File: src/common/dz_pkg.sv
package dz_pkg;

    // one row of the matrix, bit i is column i (or row i on the row port)
    typedef logic [7:0] row_bits_t;

    // scanned row index
    typedef logic [2:0] row_idx_t;

    // picture code, 0..15
    typedef logic [3:0] pic_t;

    // where the red plane comes from
    typedef enum logic [1:0] {
        red_off,
        red_copy,   // red mirrors green, shows yellow
        red_own
    } red_src_t;

    typedef struct packed {
        pic_t     pic;
        red_src_t red_src;
    } dz_cmd_t;

    typedef struct packed {
        row_bits_t green;
        row_bits_t red;
    } glyph_row_t;

    typedef enum logic [1:0] {
        seq_manual,
        seq_grow,
        seq_hold
    } seq_state_t;

    // growing animation frames
    localparam pic_t PIC_GROW_FIRST = 4'd0;
    localparam pic_t PIC_GROW_LAST  = 4'd4;
    localparam pic_t PIC_HOLD       = 4'd5;

endpackage
File: src/logic/dz_top.sv
`timescale 1ns/10ps

module dz_top
    import dz_pkg::*;
#(
    parameter int FRAME_CYCLES = 1000
)(
    input  logic      clk,
    input  logic      rst,
    input  logic      auto_en,
    input  pic_t      pic_sel,
    input  logic      temp,
    input  logic      st,
    output row_bits_t row,
    output row_bits_t colg,
    output row_bits_t colr
);

    pic_t    pic_code;
    dz_cmd_t cmd;
    logic    blank;

    pic_sequencer #(
        .FRAME_CYCLES (FRAME_CYCLES)
    ) i_seq (
        .clk      (clk),
        .rst      (rst),
        .auto_en  (auto_en),
        .pic_sel  (pic_sel),
        .pic_code (pic_code)
    );

    dz_pic_decode i_decode (
        .clk      (clk),
        .rst      (rst),
        .pic_code (pic_code),
        .temp     (temp),
        .st       (st),
        .cmd      (cmd),
        .blank    (blank)
    );

    dz_show i_show (
        .clk   (clk),
        .rst   (rst),
        .cmd   (cmd),
        .blank (blank),
        .row   (row),
        .colg  (colg),
        .colr  (colr)
    );

endmodule

File: src/dz/dz_show.sv
`timescale 1ns/10ps

module dz_show
    import dz_pkg::*;
(
    input  logic      clk,
    input  logic      rst,
    input  dz_cmd_t   cmd,
    input  logic      blank,
    output row_bits_t row,
    output row_bits_t colg,
    output row_bits_t colr
);

    row_idx_t   row_idx;
    glyph_row_t glyph;
    row_bits_t  red_row;

    dz_glyph_rom i_rom (
        .pic     (cmd.pic),
        .row_idx (row_idx),
        .glyph   (glyph)
    );

    // scan counter, parked on row 0 while blanked
    always_ff @(posedge clk or posedge rst)
    begin
        if (rst)
            row_idx <= '0;
        else if (blank)
            row_idx <= '0;
        else
            row_idx <= row_idx + 3'd1;  // wraps 7 -> 0
    end

    always_comb
    begin
        case (cmd.red_src)
            red_copy: red_row = glyph.green;
            red_own:  red_row = glyph.red;
            default:  red_row = '0;
        endcase
    end

    // row and columns taken from the same row_idx, so they stay aligned
    always_ff @(posedge clk or posedge rst)
    begin
        if (rst)
        begin
            row  <= '1;
            colg <= '0;
            colr <= '0;
        end
        else if (blank)
        begin
            row  <= '1;
            colg <= '0;
            colr <= '0;
        end
        else
        begin
            row  <= ~(row_bits_t'(1) << row_idx);   // active low row
            colg <= glyph.green;
            colr <= red_row;
        end
    end

endmodule

File: src/dz/dz_glyph_rom.sv
`timescale 1ns/10ps

module dz_glyph_rom
    import dz_pkg::*;
(
    input  pic_t       pic,
    input  row_idx_t   row_idx,
    output glyph_row_t glyph
);

    always_comb
    begin
        glyph = '0;
        case (pic)
            4'd0:
                case (row_idx)
                    3'd2, 3'd5: glyph.green = 8'b0001_1000;
                    3'd3, 3'd4: glyph.green = 8'b0011_1100;
                    default:    glyph.green = 8'b0000_0000;
                endcase
            4'd1:
                case (row_idx)
                    3'd2, 3'd5: glyph.green = 8'b0011_1000;
                    3'd3, 3'd4: glyph.green = 8'b0111_1100;
                    default:    glyph.green = 8'b0000_0000;
                endcase
            4'd2:
                case (row_idx)
                    3'd2, 3'd5: glyph.green = 8'b0011_1100;
                    3'd3, 3'd4: glyph.green = 8'b0111_1110;
                    default:    glyph.green = 8'b0000_0000;
                endcase
            4'd3:
                case (row_idx)
                    3'd1, 3'd6:             glyph.green = 8'b0011_1100;
                    3'd2, 3'd3, 3'd4, 3'd5: glyph.green = 8'b0111_1110;
                    default:                glyph.green = 8'b0000_0000;
                endcase
            4'd4:
                case (row_idx)
                    3'd0, 3'd7: glyph.green = 8'b0011_1100;
                    3'd1, 3'd6: glyph.green = 8'b0111_1110;
                    default:    glyph.green = 8'b1111_1111;
                endcase
            4'd5: glyph.green = 8'b1111_1111;     // full frame, end of growth
            4'd6:
                case (row_idx)
                    3'd0: glyph.green = 8'b1100_0011;
                    3'd1: glyph.green = 8'b1110_0011;
                    3'd2: glyph.green = 8'b1111_0001;
                    3'd3: glyph.green = 8'b1110_0011;
                    3'd4: glyph.green = 8'b1100_0111;
                    3'd5: glyph.green = 8'b1110_0111;
                    3'd6: glyph.green = 8'b1111_0111;
                    3'd7: glyph.green = 8'b1111_1011;
                endcase
            4'd7:
                case (row_idx)
                    3'd1:    glyph.green = 8'b0000_0001;
                    3'd2:    glyph.green = 8'b1000_0001;
                    3'd3:    glyph.green = 8'b1100_0011;
                    3'd4:    glyph.green = 8'b1000_0011;
                    3'd5:    glyph.green = 8'b1100_0111;
                    3'd6:    glyph.green = 8'b1110_0111;
                    3'd7:    glyph.green = 8'b1111_0011;
                    default: glyph.green = 8'b0000_0000;
                endcase
            4'd8:   // red only
                case (row_idx)
                    3'd1:    glyph.red = 8'b0011_1000;
                    3'd2:    glyph.red = 8'b0100_0100;
                    3'd3:    glyph.red = 8'b0101_1010;
                    3'd4:    glyph.red = 8'b0100_1010;
                    3'd5:    glyph.red = 8'b0011_0010;
                    3'd6:    glyph.red = 8'b1100_0100;
                    3'd7:    glyph.red = 8'b0011_1000;
                    default: glyph.red = 8'b0000_0000;
                endcase
            4'd9:
                case (row_idx)
                    3'd2:    glyph.green = 8'b0110_0000;
                    3'd3:    glyph.green = 8'b1111_1100;
                    3'd4:    glyph.green = 8'b0011_1111;
                    3'd5:    glyph.green = 8'b0011_1110;
                    3'd6:    glyph.green = 8'b0001_1100;
                    default: glyph.green = 8'b0000_0000;
                endcase
            4'd10:
                case (row_idx)
                    3'd2:       glyph.green = 8'b0001_1000;
                    3'd3:       glyph.green = 8'b0011_1100;
                    3'd4, 3'd5: glyph.green = 8'b0111_1110;
                    3'd6:       glyph.green = 8'b0010_0100;
                    default:    glyph.green = 8'b0000_0000;
                endcase
            4'd11:
                case (row_idx)
                    3'd0: glyph.red = 8'b1110_0000;
                    3'd1: glyph.red = 8'b0110_0000;
                    3'd2: glyph.red = 8'b1110_0000;
                    3'd3: glyph.red = 8'b0011_0000;
                    3'd4: glyph.red = 8'b0011_0001;
                    3'd5: glyph.red = 8'b0011_0011;
                    3'd6: glyph.red = 8'b0011_1110;
                    3'd7: glyph.red = 8'b0001_1100;
                endcase
            default: glyph = '0;    // 12..15 dark
        endcase
    end

endmodule

File: src/dz/dz_pic_decode.sv
`timescale 1ns/10ps

module dz_pic_decode
    import dz_pkg::*;
(
    input  logic    clk,
    input  logic    rst,
    input  pic_t    pic_code,
    input  logic    temp,
    input  logic    st,
    output dz_cmd_t cmd,
    output logic    blank
);

    red_src_t red_next;

    // colour rule
    always_comb
    begin
        case (pic_code)
            4'd8, 4'd11:                      red_next = red_own;
            4'd0, 4'd1, 4'd2, 4'd3, 4'd4, 4'd5: red_next = temp ? red_copy : red_off;
            4'd6, 4'd7, 4'd9:                 red_next = red_copy;   // always yellow
            default:                          red_next = red_off;
        endcase
    end

    always_ff @(posedge clk or posedge rst)
    begin
        if (rst)
        begin
            cmd.pic     <= '0;
            cmd.red_src <= red_off;
            blank       <= 1'b1;    // dark until st comes up
        end
        else
        begin
            cmd.pic     <= pic_code;
            cmd.red_src <= red_next;
            blank       <= ~st;
        end
    end

endmodule

File: src/logic/pic_sequencer.sv
`timescale 1ns/10ps

module pic_sequencer
    import dz_pkg::*;
#(
    parameter int FRAME_CYCLES = 1000
)(
    input  logic clk,
    input  logic rst,
    input  logic auto_en,
    input  pic_t pic_sel,
    output pic_t pic_code
);

    localparam int CNT_W = $clog2(FRAME_CYCLES + 1);
    localparam logic [CNT_W-1:0] CNT_LAST = CNT_W'(FRAME_CYCLES - 1);

    seq_state_t       state;
    pic_t             frame;
    logic [CNT_W-1:0] frame_cnt;
    logic             auto_q;

    always_ff @(posedge clk or posedge rst)
    begin
        if (rst)
        begin
            state     <= seq_manual;
            frame     <= PIC_GROW_FIRST;
            frame_cnt <= '0;
            auto_q    <= 1'b0;
            pic_code  <= '0;
        end
        else
        begin
            auto_q <= auto_en;

            // output follows state and frame one edge later
            case (state)
                seq_grow: pic_code <= frame;
                seq_hold: pic_code <= PIC_HOLD;
                default:  pic_code <= pic_sel;
            endcase

            case (state)
                seq_manual:
                begin
                    if (auto_en && !auto_q)     // rising edge only
                    begin
                        state     <= seq_grow;
                        frame     <= PIC_GROW_FIRST;
                        frame_cnt <= '0;
                    end
                end
                seq_grow:
                begin
                    if (!auto_en)
                        state <= seq_manual;
                    else if (frame_cnt == CNT_LAST)
                    begin
                        frame_cnt <= '0;
                        if (frame == PIC_GROW_LAST)
                            state <= seq_hold;
                        else
                            frame <= frame + 4'd1;
                    end
                    else
                        frame_cnt <= frame_cnt + 1'b1;
                end
                seq_hold:
                begin
                    if (!auto_en)
                        state <= seq_manual;
                end
                default: state <= seq_manual;
            endcase
        end
    end

endmodule

File: config.mk
export PLATFORM = sky130hd
export DESIGN_NAME = dz_top
export DESIGN_NICKNAME = d
export VERILOG_FILES = /design/src/common/dz_pkg.sv /design/src/logic/dz_top.sv /design/src/dz/dz_show.sv /design/src/dz/dz_glyph_rom.sv /design/src/dz/dz_pic_decode.sv /design/src/logic/pic_sequencer.sv
export SDC_FILE = /design/constraint.sdc
export NUM_CORES = 1
export LEC_CHECK = 0
export ABC_AREA = 1
export ABC_CLOCK_PERIOD_IN_PS = 2750
export BUFFER_PORTS_ARGS = -buffer_cell sky130_fd_sc_hd__buf_2
export CAP_MARGIN = 20
export CORE_MARGIN = 2
export CORE_UTILIZATION = 45
export CTS_BUF_LIST = sky130_fd_sc_hd__clkbuf_4 sky130_fd_sc_hd__clkbuf_8 sky130_fd_sc_hd__clkbuf_16
export DETAILED_ROUTE_END_ITERATION = 7
export HOLD_SLACK_MARGIN = 0.05
export SYNTH_ARGS = -nofsm -noshare
export SYNTH_HDL_FRONTEND = slang
export SYNTH_HIERARCHICAL = 1
export SYNTH_SLANG_ARGS = --single-unit
File: constraint.sdc
create_clock -name clk -period 2.75 [get_ports clk]
set_input_delay 0.55 -clock clk [delete_from_list [all_inputs] [get_ports clk]]
set_output_delay 0.55 -clock clk [all_outputs]
set_load 0.03 [all_outputs]
-- Yosys cells after proc, flatten, opt, wreduce, memory -nomap -nowiden
Memories as Yosys holds them, arrays and structs flattened.
Index checks and enable logic that the tools add are counted.
- register bits: 55
- bits in read-only memories: 104
- input bits: 9
- output and inout bits: 24
- word-level logic and storage cells: 115
- memories kept: 2
- memories (memory ; words ; width ; read ports ; clocked after Yosys merged registers in ; write ports ; line ; source):
    (name not given) ; 8 ; 8 ; 1 ; 0 ; 0 ; dz_glyph_rom.sv:97 ; case (row_idx)
    (name not given) ; 8 ; 5 ; 1 ; 0 ; 0 ; dz_glyph_rom.sv:47 ; case (row_idx)
- add/subtract/negate cells: 3
- equality and inequality tests: 41
- shift operators: 1
- muxes and demuxes: 34
- bitwise operators: 2
- reductions and logical operators: 20
- operator list (kind ; number):
    8-bit one-hot mux with 10 select lines ; 1
    8-bit one-hot mux with 7 select lines ; 1
    8-bit one-hot mux with 2 select lines ; 3
    8-bit one-hot mux with 6 select lines ; 1
    7-bit one-hot mux with 2 select lines ; 3
    8-bit one-hot mux with 5 select lines ; 1
    4-bit by 3-bit == test with 1-bit output, second input constant ; 9
    10-bit 2-to-1 mux ; 3
    4-bit == test, second input constant ; 7
    7-bit one-hot mux with 4 select lines ; 1
    8-bit 2-to-1 mux ; 3
    10-bit one-hot mux with 2 select lines ; 1
    4-bit by 2-bit == test with 1-bit output, second input constant ; 4
    4-bit 2-to-1 mux ; 4
    4-bit one-hot mux with 2 select lines ; 2
    2-bit OR reduction ; 7
    3-bit == test, second input constant ; 4
    2-bit one-hot mux with 3 select lines ; 2
    6-bit one-hot mux with 2 select lines ; 1
    10-bit by 1-bit adder with 10-bit output, second input constant ; 1
    10-bit == test, second input constant ; 1
    2-bit 2-to-1 mux ; 5
    4-bit by 1-bit == test with 1-bit output, second input constant ; 2
    4-bit zero test ; 2
    25 further kinds ; 32

-- Longest topological paths before layout
- depth in word-level cells: 6
- mapped depth: 12
- depth with buffers taken out: 12

-- Hierarchy
The synthesis kept the hierarchy.
- by module, submodules not included (module ; instances ; cells an instance ; area an instance (um2) ; sequential area each (um2)):
    pic_sequencer ; 1 ; 157 ; 1270.0 ; 525.5
    dz_show ; 1 ; 100 ; 1102.3 ; 685.7
    dz_glyph_rom ; 1 ; 164 ; 832.0 ; 0.0
    dz_pic_decode ; 1 ; 25 ; 249.0 ; 176.4

-- Least setup slack after synthesis
No wires, ideal clock.
- kind: flip-flop to flip-flop
- from: register i_show.row_idx[0]
- to: register i_show.colr[5]
- library setup time: 117 ps
- arrival: 1536 ps
- data required time: 2633 ps
- path slack: 1097 ps
- stages on the path, launching flop included: 11
- path buffers: 0
- period minus slack after synthesis: 1653 ps
- cells stage by stage: dfrtp_1 > inv_1 > ha_1 > o21ai_4 > nand2_4 > nand2_2 > nand2_2 > nor2_4 > nand3_1 > nand2_1 > a21oi_2
- RTL lines (what ; line ; source):
    start, declared ; dz_show.sv:15 ; row_idx_t row_idx;
    start signal, assigned ; dz_show.sv:33 ; row_idx <= row_idx + 3'd1;
    end signal, assigned ; dz_show.sv:64 ; colr <= red_row;
    end, declared ; dz_show.sv:12 ; output row_bits_t colr

==> qor.log <==
[clock_network] clock-pin slew of the registers on the worst-case setup and hold paths 0.12 ns
[worst_setup_path] cell with the most instances on the worst path sky130_fd_sc_hd__nand2_1
[status] status completed
[sta] endpoints failing setup 0
[final_layout] layout-stage area growth over the synthesis result 10.3%
[worst_setup_path] delay-heaviest family, CP simple AND/OR/NAND/NOR gates
[worst_setup_path] capture point of the worst reg-to-reg path i_show/colr[1]
[worst_setup_path] cell depth of the worst setup path 10
[sta] setup clock skew after layout 0.0126 ns
[synth] most numerous cell in the Yosys netlist sky130_fd_sc_hd__nand2_1
[sta] portion of the clock cycle consumed by the worst path in the final layout 0.757
[worst_setup_path] longest individual stage delay on the worst path 0.55 ns
[synth] leading cell types by count after synthesis 132 x sky130_fd_sc_hd__nand2_1, 68 x sky130_fd_sc_hd__inv_1, 47 x sky130_fd_sc_hd__nor2_1, 46 x sky130_fd_sc_hd__dfrtp_1, 25 x sky130_fd_sc_hd__nand3_1
[worst_setup_path] Critical Path AT 2.29 ns
[synth] mapped cell area 3450 µm²
[floorplan] initial core utilization 0.471
[global_route] overall track demand over capacity in global routing 0.179
[sta] final hold slack 0.142 ns
[detailed_routing] remaining design rule violation count 0
[worst_setup_path] setup slack of the worst register-to-register path 0.67 ns
[synth] Post-Syn Instances 446
[place] HPWL Detailed 5620 µm
[global_route] final global-route overflow total 0
[place] Port Buffers 32
[clock_network] total CTS buffers 5
[clock_network] CTS-repair resized insts 0
[detailed_routing] detailed-route via count 2,780
[global_route] number of global-route vias before repair 2,638
[detailed_routing] detailed-router iteration count before antenna repair 4
[worst_setup_path] CP Launch Type flip-flop
[global_route] number of antenna violations at the first check in global routing 0
[floorplan] Placeable Area 7330 µm²
[worst_setup_path] cells along the critical path ha_1 -> nand2_1 -> nand2_1 -> nand2_1 -> nand2_1 -> nand2_1 -> nor2_2 -> nand3_1 -> nand2_1 -> a21oi_2
[sta] max frequency 480 MHz
[worst_setup_path] CP bufs+invs 0
[floorplan] standard-cell row count 31
[synth] syn_area_per_cell 7.74 µm²
[power_and_ir_drop] Worst VDD drop 561 µV
[detailed_routing] final routed wire length divided by cell count 12.1 µm
[sta] Slew Limit Headroom 0.460
[worst_setup_path] Reg2Reg Depth 10
[sta] endpoints failing hold 0
[detailed_routing] Routed Antenna Nets 0
[synth] biggest area contributors in the synthesized netlist sky130_fd_sc_hd__dfrtp_1 33%, sky130_fd_sc_hd__nand2_1 14%, sky130_fd_sc_hd__ha_1 7.6%
[final_layout] antenna diode count 0
[synth] number of synthesized flops with an enable pin 0
[synth] synthesized net count 476
[global_route] first-pass GRT wire length 12,200 µm
[synth] sequential cell area fraction in the yosys report 0.402
[synth] main flop type after synthesis sky130_fd_sc_hd__dfrtp_1
[worst_setup_path] worst-path maximum fanout 10
[sta] minimum clock period after layout 2.08 ns
[clock_network] clock tree buffer depth 2
[clock_network] Hold-fix buffers, CTS 0
[synth] cell type contributing the most total cell area after synthesis sky130_fd_sc_hd__dfrtp_1
[synth] Unique masters post-synth 37
[sta] RSZ-0062 raised after global routing false
[clock_network] post-CTS setup buffer count 0
[sta] pin slew with the least headroom to its limit 0.809 ns
[detailed_routing] routed vias/inst 4.79
[synth] FFs w/ async S/R, synth 1.00
[final_layout] layout cells sized above 1 0.208
[worst_hold_path] hold crit path type in2async
[final_layout] NumNets Final 510
[power_and_ir_drop] cell area power density 786 nW/µm²
[job] number of violations of the max-capacitance limit 0
[floorplan] width of the chip 91.6 µm
[clock_network] worst-skew pair later-pin latency 0.32 ns
[worst_setup_path] Crit-path slowest cell sky130_fd_sc_hd__dfrtp_1
[clock_network] sink count of the clock tree 55
[floorplan] area of the die 8390 µm²
[power_and_ir_drop] Leakage 2.00 nW
[synth] top-area cell type share of the netlist area 0.333
[floorplan] number of top-level pins 33
[sta] total count of max-transition violations in the final report 0
[synth] yosys warns 6
[global_route] maximum number of pins on one net before global-route repair 28
[clock_network] H-tree Lvls 2
[synth] number of storage elements in the synthesis netlist 55
[detailed_routing] violation count after the first detailed-routing iteration 84
[floorplan] height of the chip 91.6 µm
[clock_network] CTS tree built
[worst_setup_path] worst r2r src i_show/row_idx[1]
[worst_setup_path] Required @ worst endpoint 2.96 ns
[worst_setup_path] element type at the critical path end flip-flop
[detailed_routing] Total Routed Length 7040 µm
[worst_setup_path] Critical Setup Path Class reg2reg
[place] routability congestion estimate from global placement 0.930
[worst_setup_path] startpoint of the most critical setup path i_show/row_idx[1]
[sta] summed negative setup slack over all endpoints 0 ns
[clock_network] library cell used as clock root buffer sky130_fd_sc_hd__clkbuf_8
## flip-flops by register name (all words and copies together), names as in the netlist
signal,count
i_show/colg,8
i_show/row_idx,3
i_show/colr,8
i_decode/blank,1
i_show/row,8
i_seq/state,2
i_seq/frame,4
i_seq/auto_q,1
i_seq/frame_cnt,10
i_seq/pic_code,4
i_decode/cmd,6
## placed cells by master (no fill, tap or decap), types with 7 or more instances in the layout
master,count
sky130_fd_sc_hd__a21oi_1,9
sky130_fd_sc_hd__a21oi_2,8
sky130_fd_sc_hd__buf_2,32
sky130_fd_sc_hd__dfrtp_1,46
sky130_fd_sc_hd__dfstp_2,9
sky130_fd_sc_hd__ha_1,21
sky130_fd_sc_hd__inv_1,68
sky130_fd_sc_hd__nand2_1,132
sky130_fd_sc_hd__nand2_2,7
sky130_fd_sc_hd__nand2_4,7
sky130_fd_sc_hd__nand3_1,25
sky130_fd_sc_hd__nor2_1,47
sky130_fd_sc_hd__o21ai_0,15
## how the worst max path moves through the flow
stage,end
2_1_floorplan,i_show/colr[5]
3_3_place_gp,i_show/colr[6]
3_5_place_dp,i_show/colr[1]
4_1_cts,i_show/colr[1]
5_1_grt,i_show/colr[3]
6_report,i_show/colr[1]
## metal layers
metal,part of all wire,up-vias,GRT usage
met3,0.027,10,0.0266
met2,0.50,51,0.319
met4,0.017,0,0.0619
met1,0.45,1287,0.221
li1,-,1432,-
met5,0,-,0
## logic make-up after synthesis
| family | share of synthesized area |
|---|---|
| adders and majority gates | 0.0761 |
| buffers and inverters | 0.107 |
| AOI/OAI and AO/OA | 0.0888 |
| xor gates and xnor gates | 0.00507 |
| and+or+nand+nor | 0.321 |
| DFF | 0.402 |
## stage by stage
step                      power, mW  cell area (µm²)  utilization  cells  setup slack (ns)
final                          3.00             3810        0.520    580             0.667
after global routing           3.24             3810        0.520    580             0.463
after CTS                      3.03             3780        0.516    579             0.682
after detailed placement       2.52             3680        0.502    571             0.721
after global placement         2.52             3680        0.502    571             0.711
after floorplan                2.21             3450            -    446              1.10
## where the power goes
group / leakage, nW / internal (mW) / total, mW / switching (mW)
registers: 0.710 / 0.974 / 1.10 / 0.131
logic: 1.24 / 0.421 / 1.40 / 0.979
clock network: 0.0515 / 0.193 / 0.491 / 0.299
total: 2.00 / 1.59 / 3.00 / 1.41
## cell type report
type,instances,area [µm²]
fill,709,3520
multi-input combinational,307,1700
sequential,55,1390
inverter,77,304
timing repair buffer,34,195
tap,99,124
clock buffer,5,68.8
clock inverter,3,33.8
No activity file was read; power rests on OpenSTA's default activity.
